==> src/hw/tlk_params.svh <==
//////////////////////////////////////////////////
// Link word width, APB address width, buffer depth,
// K words and register byte addresses
//////////////////////////////////////////////////
`ifndef TLK_PARAMS_SVH
`define TLK_PARAMS_SVH

`define TLK_DATA_W       16
`define TLK_APB_AW       8
// Power of two
`define TLK_FIFO_DEPTH   32

// K words, low-byte K flag set
`define TLK_K_IDLE       16'hC5BC
`define TLK_K_SOF        16'hFB5C
`define TLK_K_EOF        16'hFD5C

`define TLK_REG_CTRL     8'h00
`define TLK_REG_TX_LEN   8'h04
`define TLK_REG_TX_DATA  8'h08
`define TLK_REG_STATUS   8'h0C
`define TLK_REG_RX_DATA  8'h10
`define TLK_REG_IRQ_STAT 8'h14
`define TLK_REG_IRQ_EN   8'h18
`define TLK_REG_RX_LEN   8'h1C

`endif
==> src/hw/tlk_pkg.sv <==
//////////////////////////////////////////////////
// Receive buffer entry type and interrupt bit
// positions
//////////////////////////////////////////////////
`include "tlk_params.svh"

package tlk_pkg;

    // Last flag lands in bit 16 of RX_DATA
    typedef struct packed {
        logic                   last;
        logic [`TLK_DATA_W-1:0] word;
    } rx_entry_t;

    // Bit positions in IRQ_STAT and IRQ_EN
    typedef enum int {
        IRQ_TX_DONE  = 0,
        IRQ_RX_FRAME = 1,
        IRQ_RX_ERR   = 2
    } irq_bit_e;

endpackage

==> src/hw/tlk_link_top.sv <==
//////////////////////////////////////////////////
// Link controller top: registers, buffers,
// framer and deframer
//////////////////////////////////////////////////
`timescale 1ns/1ns
`include "tlk_params.svh"

module tlk_link_top (
    input  logic                   clk,
    input  logic                   i_reset,
    input  logic                   i_psel,
    input  logic                   i_penable,
    input  logic                   i_pwrite,
    input  logic [`TLK_APB_AW-1:0] i_paddr,
    input  logic [31:0]            i_pwdata,
    output logic [31:0]            o_prdata,
    output logic                   o_pready,
    output logic                   o_pslverr,
    output logic [`TLK_DATA_W-1:0] o_2711_txd,
    output logic                   o_2711_tkmsb,
    output logic                   o_2711_tklsb,
    output logic                   o_2711_enable,
    output logic                   o_2711_loopen,
    input  logic [`TLK_DATA_W-1:0] i_2711_rxd,
    input  logic                   i_2711_rkmsb,
    input  logic                   i_2711_rklsb,
    output logic                   o_tx_irq,
    output logic                   o_rx_irq,
    output logic                   o_err_irq
);

    localparam int LW = $clog2(`TLK_FIFO_DEPTH) + 1;

    logic                   tx_push, tx_pop, tx_start, tx_busy, tx_done;
    logic [`TLK_DATA_W-1:0] tx_push_data, tx_head;
    logic [LW-1:0]          tx_level, tx_len;
    logic                   rx_push, rx_pop, rx_full, rx_empty;
    logic                   rx_frame, rx_error, loopback;
    tlk_pkg::rx_entry_t     rx_push_data, rx_head;
    logic [LW-1:0]          rx_level, rx_frame_len;

    tlk_regs tlk_regs_inst (
        .clk(clk), .i_reset(i_reset),
        .i_psel(i_psel), .i_penable(i_penable), .i_pwrite(i_pwrite),
        .i_paddr(i_paddr), .i_pwdata(i_pwdata),
        .o_prdata(o_prdata), .o_pready(o_pready), .o_pslverr(o_pslverr),
        .o_tx_push(tx_push), .o_tx_push_data(tx_push_data), .i_tx_level(tx_level),
        .o_tx_start(tx_start), .o_tx_len(tx_len),
        .i_tx_busy(tx_busy), .i_tx_done(tx_done),
        .o_rx_pop(rx_pop), .i_rx_head(rx_head), .i_rx_level(rx_level),
        .i_rx_empty(rx_empty), .i_rx_frame(rx_frame), .i_rx_error(rx_error),
        .i_rx_frame_len(rx_frame_len), .o_loopback(loopback),
        .o_2711_enable(o_2711_enable), .o_2711_loopen(o_2711_loopen),
        .o_tx_irq(o_tx_irq), .o_rx_irq(o_rx_irq), .o_err_irq(o_err_irq)
    );

    tlk_fifo #(.payload_t(logic [`TLK_DATA_W-1:0])) tx_fifo (
        .clk(clk), .i_reset(i_reset),
        .i_push(tx_push), .i_push_data(tx_push_data), .i_pop(tx_pop),
        .o_head(tx_head), .o_level(tx_level), .o_full(), .o_empty()
    );

    tlk_fifo #(.payload_t(tlk_pkg::rx_entry_t)) rx_fifo (
        .clk(clk), .i_reset(i_reset),
        .i_push(rx_push), .i_push_data(rx_push_data), .i_pop(rx_pop),
        .o_head(rx_head), .o_level(rx_level), .o_full(rx_full), .o_empty(rx_empty)
    );

    tlk_tx_framer tlk_tx_framer_inst (
        .clk(clk), .i_reset(i_reset),
        .i_start(tx_start), .i_len(tx_len), .i_head(tx_head), .i_level(tx_level),
        .o_pop(tx_pop), .o_busy(tx_busy), .o_done(tx_done),
        .o_2711_txd(o_2711_txd), .o_2711_tkmsb(o_2711_tkmsb), .o_2711_tklsb(o_2711_tklsb)
    );

    // Loopback taps the transmit pins
    tlk_rx_deframer tlk_rx_deframer_inst (
        .clk(clk), .i_reset(i_reset), .i_loopback(loopback),
        .i_tx_txd(o_2711_txd), .i_tx_tklsb(o_2711_tklsb),
        .i_2711_rxd(i_2711_rxd), .i_2711_rkmsb(i_2711_rkmsb), .i_2711_rklsb(i_2711_rklsb),
        .i_full(rx_full), .o_push(rx_push), .o_push_data(rx_push_data),
        .o_frame(rx_frame), .o_error(rx_error), .o_frame_len(rx_frame_len)
    );

endmodule

==> src/hw/tlk_rx_deframer.sv <==
//////////////////////////////////////////////////
// Receive deframer: source select, length and
// checksum check, payload push
//////////////////////////////////////////////////
`timescale 1ns/1ns
`include "tlk_params.svh"

module tlk_rx_deframer #(
    parameter int LW = $clog2(`TLK_FIFO_DEPTH) + 1
) (
    input  logic                   clk,
    input  logic                   i_reset,
    input  logic                   i_loopback,
    input  logic [`TLK_DATA_W-1:0] i_tx_txd,
    input  logic                   i_tx_tklsb,
    input  logic [`TLK_DATA_W-1:0] i_2711_rxd,
    input  logic                   i_2711_rkmsb,
    input  logic                   i_2711_rklsb,
    input  logic                   i_full,
    output logic                   o_push,
    output tlk_pkg::rx_entry_t     o_push_data,
    output logic                   o_frame,
    output logic                   o_error,
    output logic [LW-1:0]          o_frame_len
);

    typedef enum logic [2:0] {S_HUNT, S_LEN, S_DATA, S_CSUM, S_EOF} state_t;

    state_t                 state;
    logic [`TLK_DATA_W-1:0] in_d;
    logic                   in_k;
    logic [`TLK_DATA_W-1:0] sum;
    logic [LW-1:0]          len_q;
    logic [LW-1:0]          cnt;
    logic                   csum_ok;
    logic                   dropped;
    logic                   good;

    // Input stage registers the selected source
    always_ff @(posedge clk) begin
        in_d <= i_loopback ? i_tx_txd : i_2711_rxd;
    end

    always_ff @(posedge clk) begin
        if (i_reset) begin
            in_k <= 1'b0;
        end else begin
            in_k <= i_loopback ? i_tx_tklsb : (i_2711_rkmsb | i_2711_rklsb);
        end
    end

    assign good = in_k && (in_d == `TLK_K_EOF) && csum_ok && !dropped;

    always_ff @(posedge clk) begin
        if (i_reset) begin
            state   <= S_HUNT;
            o_push  <= 1'b0;
            o_frame <= 1'b0;
            o_error <= 1'b0;
            dropped <= 1'b0;
        end else begin
            o_push  <= 1'b0;
            o_frame <= 1'b0;
            o_error <= 1'b0;
            // Full buffer loses the word since the link has no back-pressure
            if (o_push && i_full) begin
                dropped <= 1'b1;
            end
            case (state)
                S_HUNT: if (in_k && in_d == `TLK_K_SOF) state <= S_LEN;
                S_LEN: begin
                    dropped <= 1'b0;
                    if (in_k || in_d == '0 || in_d > `TLK_FIFO_DEPTH) begin
                        o_error <= 1'b1;
                        state   <= S_HUNT;
                    end else begin
                        state <= S_DATA;
                    end
                end
                S_DATA: begin
                    if (in_k) begin
                        o_error <= 1'b1;
                        state   <= S_HUNT;
                    end else begin
                        o_push <= 1'b1;
                        if (cnt == 1) state <= S_CSUM;
                    end
                end
                S_CSUM: state <= S_EOF;
                default: begin
                    o_frame <= good;
                    o_error <= !good;
                    state   <= S_HUNT;
                end
            endcase
        end
    end

    always_ff @(posedge clk) begin
        case (state)
            S_LEN: begin
                len_q <= in_d[LW-1:0];
                cnt   <= in_d[LW-1:0];
                sum   <= '0;
            end
            S_DATA: begin
                o_push_data.word <= in_d;
                o_push_data.last <= (cnt == 1);
                sum              <= sum + in_d;
                cnt              <= cnt - 1'b1;
            end
            S_CSUM: csum_ok <= !in_k && (in_d == sum);
            S_EOF:  o_frame_len <= len_q;
            default: ;
        endcase
    end

endmodule

==> src/hw/tlk_tx_framer.sv <==
//////////////////////////////////////////////////
// Transmit framer: idle fill, then start, length,
// payload, checksum and end words
//////////////////////////////////////////////////
`timescale 1ns/1ns
`include "tlk_params.svh"

module tlk_tx_framer #(
    parameter int LW = $clog2(`TLK_FIFO_DEPTH) + 1
) (
    input  logic                   clk,
    input  logic                   i_reset,
    input  logic                   i_start,
    input  logic [LW-1:0]          i_len,
    input  logic [`TLK_DATA_W-1:0] i_head,
    input  logic [LW-1:0]          i_level,
    output logic                   o_pop,
    output logic                   o_busy,
    output logic                   o_done,
    output logic [`TLK_DATA_W-1:0] o_2711_txd,
    output logic                   o_2711_tkmsb,
    output logic                   o_2711_tklsb
);

    typedef enum logic [2:0] {
        S_IDLE, S_WAIT, S_SOF, S_LEN, S_DATA, S_CSUM, S_EOF
    } state_t;

    state_t                 state;
    logic [LW-1:0]          len_q;
    logic [LW-1:0]          cnt;
    logic [`TLK_DATA_W-1:0] sum;

    assign o_pop  = (state == S_DATA);
    assign o_busy = (state != S_IDLE);

    always_ff @(posedge clk) begin
        if (i_reset) begin
            state <= S_IDLE;
        end else begin
            case (state)
                S_IDLE:  if (i_start) state <= S_WAIT;
                // Hold off until the whole payload is buffered
                S_WAIT:  if (i_level >= len_q) state <= S_SOF;
                S_SOF:   state <= S_LEN;
                S_LEN:   state <= (len_q == '0) ? S_CSUM : S_DATA;
                S_DATA:  if (cnt == 1) state <= S_CSUM;
                S_CSUM:  state <= S_EOF;
                default: state <= S_IDLE;
            endcase
        end
    end

    always_ff @(posedge clk) begin
        case (state)
            S_IDLE: if (i_start) len_q <= i_len;
            S_SOF: begin
                cnt <= len_q;
                sum <= '0;
            end
            S_DATA: begin
                cnt <= cnt - 1'b1;
                sum <= sum + i_head;
            end
            default: ;
        endcase
    end

    //////////////////////////////////////////////////
    // Transceiver pins
    //////////////////////////////////////////////////
    always_ff @(posedge clk) begin
        if (i_reset) begin
            o_2711_txd   <= `TLK_K_IDLE;
            o_2711_tklsb <= 1'b1;
            o_done       <= 1'b0;
        end else begin
            o_done       <= (state == S_EOF);
            o_2711_tklsb <= 1'b0;
            case (state)
                S_SOF:  o_2711_txd <= `TLK_K_SOF;
                S_LEN:  o_2711_txd <= {{(`TLK_DATA_W-LW){1'b0}}, len_q};
                S_DATA: o_2711_txd <= i_head;
                S_CSUM: o_2711_txd <= sum;
                S_EOF:  o_2711_txd <= `TLK_K_EOF;
                default: o_2711_txd <= `TLK_K_IDLE;
            endcase
            if (state inside {S_IDLE, S_WAIT, S_SOF, S_EOF}) begin
                o_2711_tklsb <= 1'b1;
            end
        end
    end

    // High byte never carries a K character
    assign o_2711_tkmsb = 1'b0;

endmodule

==> src/hw/tlk_regs.sv <==
//////////////////////////////////////////////////
// APB register block: control, buffer ports,
// status, sticky interrupts
//////////////////////////////////////////////////
`timescale 1ns/1ns
`include "tlk_params.svh"

module tlk_regs #(
    parameter int LW = $clog2(`TLK_FIFO_DEPTH) + 1
) (
    input  logic                   clk,
    input  logic                   i_reset,
    input  logic                   i_psel,
    input  logic                   i_penable,
    input  logic                   i_pwrite,
    input  logic [`TLK_APB_AW-1:0] i_paddr,
    input  logic [31:0]            i_pwdata,
    output logic [31:0]            o_prdata,
    output logic                   o_pready,
    output logic                   o_pslverr,
    output logic                   o_tx_push,
    output logic [`TLK_DATA_W-1:0] o_tx_push_data,
    input  logic [LW-1:0]          i_tx_level,
    output logic                   o_tx_start,
    output logic [LW-1:0]          o_tx_len,
    input  logic                   i_tx_busy,
    input  logic                   i_tx_done,
    output logic                   o_rx_pop,
    input  tlk_pkg::rx_entry_t     i_rx_head,
    input  logic [LW-1:0]          i_rx_level,
    input  logic                   i_rx_empty,
    input  logic                   i_rx_frame,
    input  logic                   i_rx_error,
    input  logic [LW-1:0]          i_rx_frame_len,
    output logic                   o_loopback,
    output logic                   o_2711_enable,
    output logic                   o_2711_loopen,
    output logic                   o_tx_irq,
    output logic                   o_rx_irq,
    output logic                   o_err_irq
);

    logic          access;
    logic          addr_ok;
    logic          tx_full;
    logic          bad;
    logic          wr_en;
    logic          rd_en;
    logic [2:0]    irq_set;
    logic [2:0]    irq_stat;
    logic [2:0]    irq_en;
    logic [LW-1:0] rx_len_q;

    //////////////////////////////////////////////////
    // Access decode
    //////////////////////////////////////////////////
    assign o_pready = 1'b1;
    assign access   = i_psel && i_penable;
    assign tx_full  = (i_tx_level == `TLK_FIFO_DEPTH);

    assign bad = !addr_ok
        || (i_paddr == `TLK_REG_RX_DATA && !i_pwrite && i_rx_empty)
        || (i_paddr == `TLK_REG_TX_DATA && i_pwrite && tx_full);

    assign o_pslverr = access && bad;
    assign wr_en     = access && i_pwrite && !bad;
    assign rd_en     = access && !i_pwrite && !bad;

    assign o_tx_push      = wr_en && (i_paddr == `TLK_REG_TX_DATA);
    assign o_tx_push_data = i_pwdata[`TLK_DATA_W-1:0];
    assign o_rx_pop       = rd_en && (i_paddr == `TLK_REG_RX_DATA);

    // Read mux that also flags mapped addresses
    always_comb begin
        o_prdata = '0;
        addr_ok  = 1'b1;
        case (i_paddr)
            `TLK_REG_CTRL:     o_prdata[2:1] = {o_2711_enable, o_loopback};
            `TLK_REG_TX_LEN:   o_prdata[LW-1:0] = o_tx_len;
            `TLK_REG_TX_DATA:  o_prdata = '0;
            `TLK_REG_STATUS: begin
                o_prdata[0]       = i_tx_busy;
                o_prdata[8 +: LW]  = i_rx_level;
                o_prdata[16 +: LW] = i_tx_level;
            end
            `TLK_REG_RX_DATA:  o_prdata[16:0] = i_rx_head;
            `TLK_REG_IRQ_STAT: o_prdata[2:0] = irq_stat;
            `TLK_REG_IRQ_EN:   o_prdata[2:0] = irq_en;
            `TLK_REG_RX_LEN:   o_prdata[LW-1:0] = rx_len_q;
            default:           addr_ok = 1'b0;
        endcase
    end

    //////////////////////////////////////////////////
    // Registers
    //////////////////////////////////////////////////
    always_comb begin
        irq_set = '0;
        irq_set[tlk_pkg::IRQ_TX_DONE]  = i_tx_done;
        irq_set[tlk_pkg::IRQ_RX_FRAME] = i_rx_frame;
        irq_set[tlk_pkg::IRQ_RX_ERR]   = i_rx_error;
    end

    always_ff @(posedge clk) begin
        if (i_reset) begin
            o_tx_start    <= 1'b0;
            o_loopback    <= 1'b0;
            o_2711_enable <= 1'b0;
            o_tx_len      <= '0;
            irq_en        <= '0;
            irq_stat      <= '0;
            rx_len_q      <= '0;
        end else begin
            // Start bit is a one-cycle pulse
            o_tx_start <= wr_en && (i_paddr == `TLK_REG_CTRL) && i_pwdata[0];
            if (wr_en && i_paddr == `TLK_REG_CTRL) begin
                o_loopback    <= i_pwdata[1];
                o_2711_enable <= i_pwdata[2];
            end
            if (wr_en && i_paddr == `TLK_REG_TX_LEN) begin
                o_tx_len <= i_pwdata[LW-1:0];
            end
            if (wr_en && i_paddr == `TLK_REG_IRQ_EN) begin
                irq_en <= i_pwdata[2:0];
            end
            // New events win over a clear in the same cycle
            if (wr_en && i_paddr == `TLK_REG_IRQ_STAT) begin
                irq_stat <= (irq_stat & ~i_pwdata[2:0]) | irq_set;
            end else begin
                irq_stat <= irq_stat | irq_set;
            end
            if (i_rx_frame) begin
                rx_len_q <= i_rx_frame_len;
            end
        end
    end

    assign o_2711_loopen = o_loopback;
    assign o_tx_irq  = irq_stat[tlk_pkg::IRQ_TX_DONE] & irq_en[tlk_pkg::IRQ_TX_DONE];
    assign o_rx_irq  = irq_stat[tlk_pkg::IRQ_RX_FRAME] & irq_en[tlk_pkg::IRQ_RX_FRAME];
    assign o_err_irq = irq_stat[tlk_pkg::IRQ_RX_ERR] & irq_en[tlk_pkg::IRQ_RX_ERR];

endmodule

==> src/hw/tlk_fifo.sv <==
//////////////////////////////////////////////////
// Show-ahead synchronous FIFO, payload type set
// by parameter
//////////////////////////////////////////////////
`timescale 1ns/1ns
`include "tlk_params.svh"

module tlk_fifo #(
    parameter type payload_t = logic [15:0],
    parameter int  DEPTH     = `TLK_FIFO_DEPTH
) (
    input  logic                   clk,
    input  logic                   i_reset,
    input  logic                   i_push,
    input  payload_t               i_push_data,
    input  logic                   i_pop,
    output payload_t               o_head,
    output logic [$clog2(DEPTH):0] o_level,
    output logic                   o_full,
    output logic                   o_empty
);

    localparam int AW = $clog2(DEPTH);

    payload_t          mem [DEPTH];
    logic [AW-1:0]     wr_ptr;
    logic [AW-1:0]     rd_ptr;
    logic              do_push;
    logic              do_pop;

    // Overflow and underflow requests are ignored
    assign do_push = i_push && !o_full;
    assign do_pop  = i_pop && !o_empty;

    always_ff @(posedge clk) begin
        if (do_push) begin
            mem[wr_ptr] <= i_push_data;
        end
    end

    always_ff @(posedge clk) begin
        if (i_reset) begin
            wr_ptr  <= '0;
            rd_ptr  <= '0;
            o_level <= '0;
        end else begin
            if (do_push) begin
                wr_ptr <= wr_ptr + 1'b1;
            end
            if (do_pop) begin
                rd_ptr <= rd_ptr + 1'b1;
            end
            if (do_push && !do_pop) begin
                o_level <= o_level + 1'b1;
            end else if (do_pop && !do_push) begin
                o_level <= o_level - 1'b1;
            end
        end
    end

    assign o_head  = mem[rd_ptr];
    assign o_full  = (o_level == DEPTH);
    assign o_empty = (o_level == '0);

endmodule

==> config.mk <==
export PLATFORM = sky130hd
export DESIGN_NAME = tlk_link_top
export DESIGN_NICKNAME = d
export VERILOG_FILES = /design/src/hw/tlk_pkg.sv /design/src/hw/tlk_link_top.sv /design/src/hw/tlk_rx_deframer.sv /design/src/hw/tlk_tx_framer.sv /design/src/hw/tlk_regs.sv /design/src/hw/tlk_fifo.sv
export VERILOG_INCLUDE_DIRS = /design/src /design/src/hw
export SDC_FILE = /design/constraint.sdc
export NUM_CORES = 1
export LEC_CHECK = 0
export BUFFER_PORTS_ARGS = -buffer_cell sky130_fd_sc_hd__buf_2
export CAP_MARGIN = 10
export CORE_AREA = 2 2 280 282
export CTS_BUF_LIST = sky130_fd_sc_hd__clkbuf_4
export CTS_CLUSTER_DIAMETER = 80
export CTS_CLUSTER_SIZE = 25
export DETAILED_ROUTE_END_ITERATION = 12
export DIE_AREA = 0 0 282 284
export GPL_ROUTABILITY_DRIVEN = 0
export GPL_TIMING_DRIVEN = 0
export PLACE_DENSITY = 0.83
export SLEW_MARGIN = 5
export SYNTH_ARGS = -nofsm -noshare
export SYNTH_HDL_FRONTEND = slang
export SYNTH_SLANG_ARGS = --single-unit
==> constraint.sdc <==
create_clock -name clk -period 7.3 [get_ports clk]
set_input_delay 1.46 -clock clk [delete_from_list [all_inputs] [get_ports clk]]
set_output_delay 1.46 -clock clk [all_outputs]
set_load 0.005 [all_outputs]
### Word-level counts from Yosys, hierarchy flattened

Memories as Yosys holds them, arrays and structs flattened. A register that Yosys moved wholly into a read port is not among the register bits.
Cells that the tools add are included.

* add/sub/neg operators: 12
* $lt $le $gt $ge: 2
* equal/unequal tests: 29
* mux-type cells: 44
* bitwise logic cells: 9
* reduce and logical (&&, ||, !) cells: 70

Operators with widths (count)
* case mux 16 bit (5 select lines): 1
* case mux 16 bit (2 select lines): 2
* case mux 6 bit (2 select lines): 3
* adder 16 bit: 2
* equality test 16 bit, second input constant: 2
* equality test 8 x 5 -> 1 bit, second input constant: 4
* logical AND 1 bit: 31
* 2-to-1 mux 5 bit: 5
* 2-to-1 mux 6 bit: 4
* subtractor 6 x 1 -> 6 bit, second input constant: 4
* 2-to-1 mux 3 bit: 7
* adder 5 x 1 -> 5 bit, second input constant: 4
* logical NOT 6 bit: 3
* case mux 3 bit (6 select lines): 1
* equality test 16 bit: 1
* equality test 8 x 4 -> 1 bit, second input constant: 2
* > comparator 16 x 6 -> 1 bit, second input constant: 1
* logical NOT 16 bit: 1
* 2-to-1 mux 16 bit: 1
* logical NOT 1 bit: 14
* adder 6 x 1 -> 6 bit, second input constant: 2
* equality test 3 x 2 -> 1 bit, second input constant: 4
* equality test 3 bit, second input constant: 4
* equality test 6 x 1 -> 1 bit, second input constant: 2
* 32 further kinds: 61

* flip-flop bits (word level): 178
* bits in writable memories: 1056
* input bits: 63
* output and inout port bits: 57
* logic and storage cells: 202
* memories: 2

Memory list
* rx_fifo.mem: words 32, bits a word 17, read ports 1, clocked after memory_dff 1, wr ports 1, line tlk_fifo.sv:25 `payload_t mem [DEPTH];`
* tx_fifo.mem: words 32, bits a word 16, read ports 1, clocked after memory_dff 1, wr ports 1, line tlk_fifo.sv:25

### Longest topological paths before layout

* depth in word-level cells: 14
* depth in mapped cells: 16
* depth with buffers taken out: 15

### Modules after synthesis

A second synthesis with hierarchy kept.

* cells, all modules: 2999
* area total of the unflattened synthesis: 50726.2 µm²

By module, submodules not included
* tlk_fifo at rx_fifo: instances 1, cells an instance 1134, area each 21917.3 µm²
* tlk_fifo at tx_fifo: instances 1, cells an instance 1078, area each 20707.4 µm²
* tlk_rx_deframer: instances 1, cells an instance 292, area each 3475.8 µm²
* tlk_tx_framer: instances 1, cells an instance 309, area each 2991.6 µm²
* tlk_regs: instances 1, cells an instance 186, area each 1634.1 µm²

### Worst setup path after synthesis

No wires, ideal clock.

* path kind: input port to flip-flop
* start: input i_paddr[5]
* end: register rx_fifo.o_level[5]
* library setup time: 0.070 ns
* arrival: 4.752 ns
* path slack: 2.477 ns
* stages on the path: 14
* path buffers: 1
* path through: or3_1 -> or4_1 -> clkbuf_1 -> or4_1 -> ha_1 -> inv_1 -> ha_1 -> a21o_1 -> a21oi_1 -> o21bai_1 -> a21oi_1 -> xnor2_1 -> or3_1 -> a21oi_1

* word-level cells in the longest chain between the ends: 13

Ends and longest elaborated chain
* start: declaration: line tlk_link_top.sv:14 `` input logic [`TLK_APB_AW-1:0] i_paddr, ``
* equality test 8 x 4 -> 1 bit (tied with other cells): line tlk_regs.sv:77 `case (i_paddr)`
* OR reduction 8 bit (no source line)
* 2-to-1 mux 1 bit: line tlk_regs.sv:77
* logical NOT 1 bit: line tlk_regs.sv:61 `assign bad = !addr_ok`
* logical OR 1 bit (2 in series): line tlk_regs.sv:61
* logical NOT 1 bit: line tlk_regs.sv:67 `assign rd_en = access && !i_pwrite && !bad;`
* logical AND 1 bit: line tlk_regs.sv:67
* logical AND 1 bit (*): line tlk_regs.sv:71 `` assign o_rx_pop = rd_en && (i_paddr == `TLK_REG_RX_DATA); ``
* logical AND 1 bit (*): line tlk_fifo.sv:33 `assign do_pop = i_pop && !o_empty;`
* logical NOT 1 bit: line tlk_fifo.sv:53 `if (do_push && !do_pop) begin`
* logical AND 1 bit: line tlk_fifo.sv:53
* 2-to-1 mux 6 bit or nonzero test 2 bit (tied branches)
* end signal: assignment: line tlk_fifo.sv:54 `o_level <= o_level + 1'b1;`
* end signal: assignment: line tlk_fifo.sv:56 `o_level <= o_level - 1'b1;`
* end: declaration: line tlk_fifo.sv:18 `output logic [$clog2(DEPTH):0] o_level,`

Every way passes the cells marked *; elsewhere a longest branch is shown, timed or not.
A chain may end at the register's enable or synchronous reset.

==> results.txt <==
The area growth from synthesis to layout is 8.16%. The run gives 73.1% as the sequential share of the synthesized area. The switching power as a share of total power is 20.1%. The critical path contains buffers and inverters numbering 4 combined. The number of hold violations in the final report is 0. For the combinational share of power, the log shows 1.5%. After clock tree synthesis, the setup repair step added 0 buffers.

The run gives 52800 µm² as the instance area at placement. The run gives 26400 as the number of vias after detailed routing. The first global-routing pass estimated 173000 µm of wire.

The worst-case headroom to the max-slew limit was 15.7%. STA classifies the critical path startpoint as a register. After clock tree synthesis, the repair step resized 0 gates. The die is 284 µm tall. The worst path needs 6.45 ns of the cycle, external delays included. For the total grt overflow, the log shows 0. The tools report the largest net degree at the start of global routing as 37. The number of buffers inserted for hold repair after clock tree synthesis was 0. For the number of pins with negative max-slew slack in the final report, the log shows 0.

After the first detailed-routing iteration, the DRC count stood at 3800. During synthesis, Yosys emitted a total of 0 warnings. The most used flip-flop cell after synthesis is sky130_fd_sc_hd__edfxtp_1. The setup TNS after final layout was 0 ns. The worst setup margin came out at 0.850 ns. Placed wire-length estimate after detailed placement: 83200 µm.

Share of async-settable or async-resettable flops after synthesis: 0%. TritonCTS built the clock tree. The slowest stage of the critical path belongs to the cell sky130_fd_sc_hd__buf_1. Synthesis produced 2550 cells. Each instance of the synthesized netlist takes up on average 19.5 µm². In this run, placement finished with an instance count of 3753. The run gives 1.06 ns as the clock insertion delay at the later pin of the skew report.

The run gives 0 as the number of maximum-capacitance constraint violations. In the routed design, unresolved DRC markers number 0. The path class of the tightest hold or removal check is register to register.

The count of clock tree sinks is 1244, and the I/O pin total is 120. Data on the critical path is required at its endpoint by 5.84 ns. For the count of antenna-violating nets left after detailed routing, the log shows 0.

In this run the horizontal extent of the chip is 282 µm. The net switching component of the power came out at 2.12 mW. The minimum setup slack after placement was 1.93 ns.

For this run, the top clock speed supported by timing is 155 MHz. No sink is reached through more buffers than the 3 on the longest clock path. At the pin with the least slew margin, the transition time is 1.26 ns. In the global route stage, overall resource usage came out at 30.1%.

Type of element capturing the critical path: a primary output. Summing all non-filler instances in the final layout gives an area of 53700 µm². The share of post-route cells with drive strength above 1 was 25.9%; the clock edge transition at the registers on the reported setup and hold paths was 0.24 ns. Once the floorplan was initialized, standard cells occupied 64.5% of the core. IR analysis of the VDD net gives a maximum drop of 213 µV. The logs give 119000 µm for the final wirelength and 71 for the count of distinct cell types in the synthesized netlist.

The run gives 6 as the number of iterations in the first detailed-routing pass. Sequential cells account for 73.2% of the total power. The deepest level of the CTS H-tree came out at 2. Power spread over the standard cell area amounts to 197 nW/µm².

The number of vias per cell after detailed routing works out to 6.84. In this run, synthesis produced a sequential element count of 1244. The clock tree skew after final layout is 0.223 ns.

The cell sitting at the root of the clock tree is a sky130_fd_sc_hd__clkbuf_4. Gate family responsible for the most delay along the worst path: buffers and inverters. In this run, synthesis inferred 1136 flip-flops with an integrated enable. Via count of the first global-routing pass: 26300. The net count of the finished layout is 2900. In this run the worst path has a maximum fanout of 10. The fill cell total of the finished layout is 4479. The flow ran to the end, and the final reports show no timing, DRC or antenna violations.

Buffers placed on the I/O ports in this run total 90. The die covers 80100 µm². Setup repair after global routing left no endpoint under its margin. The tools report the post-layout instance count excluding filler cells as 3863. The tools report the total clock buffers created by CTS as 58. Traced cell by cell, the critical path runs through clkbuf_1, buf_1, buf_1, mux4_2, mux4_2, mux2i_1, o21ai_1, buf_2. After layout, the design draws a total of 10.6 mW. The floorplan has 102 rows. Summing all flip-flop and latch instances after layout gives 36300 µm². The cell area that synthesis handed to floorplanning was 49700 µm².

Of the available clock period, the critical path in the final layout requires 88.4%. The routed wire length per instance was 30.8 µm. The endpoint arrival time on the critical path was 4.99 ns.

The area of the core region is 77000 µm², and the critical path's largest stage delay is 0.73 ns. The internal portion of total power is 8.45 mW. The cell leakage power was 16.5 nW. The tools report the initial antenna violation count as 7. In the final layout, the multi-input gates occupy 12800 µm². The worst setup path category was register to primary output.

The logs give 0 for the number of failing setup endpoints in the final timing report and 25.3% for the part of the power in the clock network.
[state kept, by name, summed over array words and instances, names as in the netlist, 6 cells and up, named ones only]
register                          count
tlk_tx_framer_inst.o_2711_txd        16
rx_fifo.mem                         544
tlk_rx_deframer_inst.cnt              6
tlk_tx_framer_inst.cnt                6
tlk_rx_deframer_inst.sum             16
tlk_rx_deframer_inst.in_d            16
tlk_tx_framer_inst.len_q              6
tlk_rx_deframer_inst.o_push_data     17
tlk_regs_inst.o_tx_len                6
tlk_tx_framer_inst.sum               16
tlk_regs_inst.rx_len_q                6
rx_fifo.o_level                       6
tlk_rx_deframer_inst.len_q            6
tlk_rx_deframer_inst.o_frame_len      6
tx_fifo.o_level                       6
tx_fifo.mem                         512
[power groups by stage]
stage | logic (mW) | registers, mW | clock network, mW
2_1_floorplan | 0.0755 | 7.88 | 0
3_3_place_gp | 0.141 | 7.89 | 0
3_5_place_dp | 0.154 | 7.89 | 0
4_1_cts | 0.155 | 7.74 | 2.69
5_1_grt | 0.173 | 7.74 | 2.89
6_report | 0.159 | 7.74 | 2.68
[layout make-up]
cell class                      instances  share of cell area, %
Tap cell                             1040                   2.42
Buffer                                128                   1.12
Sequential cell                      1244                   67.5
Clock inverter                          9                  0.303
Clock buffer                           96                   1.34
Inverter                               38                  0.266
Multi-Input combinational cell       1150                   23.9
Timing Repair Buffer                  153                   3.08
Antenna cell                            5                 0.0233
[worst register-to-register path, cell delays in order (launching register included)]
cell,delay [ns]
sky130_fd_sc_hd__dfxtp_1,0.38
sky130_fd_sc_hd__clkbuf_1,0.39
sky130_fd_sc_hd__clkbuf_1,0.58
sky130_fd_sc_hd__clkbuf_1,0.67
sky130_fd_sc_hd__mux4_2,0.41
sky130_fd_sc_hd__mux4_2,0.50
sky130_fd_sc_hd__mux2_2,0.38
sky130_fd_sc_hd__ha_1,0.23
sky130_fd_sc_hd__inv_1,0.09
sky130_fd_sc_hd__fa_1,0.20
sky130_fd_sc_hd__nor2b_1,0.07
sky130_fd_sc_hd__o21ai_0,0.30
sky130_fd_sc_hd__a21boi_1,0.20
sky130_fd_sc_hd__o21ai_0,0.30
sky130_fd_sc_hd__a31oi_1,0.24
sky130_fd_sc_hd__o311ai_1,0.39
[Yosys cell counts (23+ instances only)]
cell	number	area [µm²]
sky130_fd_sc_hd__inv_1	36	135
sky130_fd_sc_hd__clkbuf_1	69	259
sky130_fd_sc_hd__xnor2_1	23	201
sky130_fd_sc_hd__nand2_1	92	345
sky130_fd_sc_hd__nor2_1	188	706
sky130_fd_sc_hd__xor2_1	28	245
sky130_fd_sc_hd__dfxtp_1	108	2160
sky130_fd_sc_hd__mux4_2	327	7360
sky130_fd_sc_hd__nor3_1	32	160
sky130_fd_sc_hd__o21ai_0	24	120
sky130_fd_sc_hd__a21oi_1	55	275
sky130_fd_sc_hd__ha_1	60	751
sky130_fd_sc_hd__edfxtp_1	1136	34100
sky130_fd_sc_hd__mux2i_1	44	440
sky130_fd_sc_hd__mux2_2	30	338
[path summary, 6_finish.rpt]
kind	depth (start not counted)	slack, ns	end	start
worst max-delay path	8	0.85	o_prdata[11]	register
worst min-delay path	0	0.46	tlk_rx_deframer_inst.o_frame_len[0]	tlk_rx_deframer_inst.len_q[0]
worst max register to register	15	1.78	tlk_tx_framer_inst.sum[12]	register
worst min register to register	0	0.46	tlk_rx_deframer_inst.o_frame_len[0]	tlk_rx_deframer_inst.len_q[0]
[per-layer routing]
layer,global-route usage [%],part of all wire [%],vias up
met5,0,0.033,-
met4,11.4,4.3,6
met3,4.34,9.6,304
met2,50.6,51,1833
met1,40.5,35,13600
li1,-,-,10700
[cell usage in the layout (no fill, tap or decap), drive strengths merged, types with 9 or more instances in the layout]
cell and n:
edfxtp 1136, mux4 327, buf 212, nor2 189, clkbuf 165, dfxtp 108, nand2 92, ha 60
a21oi 55, mux2i 44, inv 42, o21ai 39, nor3 32, mux2 30, xor2 28, xnor2 23
nand3 18, nand4 18, a21o 16, and2 13, conb 12, nor4 12, or3 10, nor2b 10
a31oi 9, o21a 9
[stage by stage]
| step | hold WS [ns] | utilization [%] |
|---|---|---|
| finish | 0.463 | 69.8 |
| global route | 0.477 | 69.8 |
| CTS | 0.459 | 69.8 |
| detailed placement | 0.410 | 68.6 |
| global placement | 0.404 | 66.9 |
| floorplan | 0.400 | - |
[cells by family (layout without fill, tap and decap cells)]
group	Yosys count	count (layout)	share of synthesized area [%]
AOI/OAI and AO/OA	184	184	2.36
adders and majority gates	64	64	1.67
other	2	17	0.0151
xor gates and xnor gates	51	51	0.900
muxes	401	401	16.4
buffers and inverters	166	424	1.49
and+or+nand+nor	438	438	4.11
DFF	1244	1244	73.1
Power figures use the tool's default switching activity.
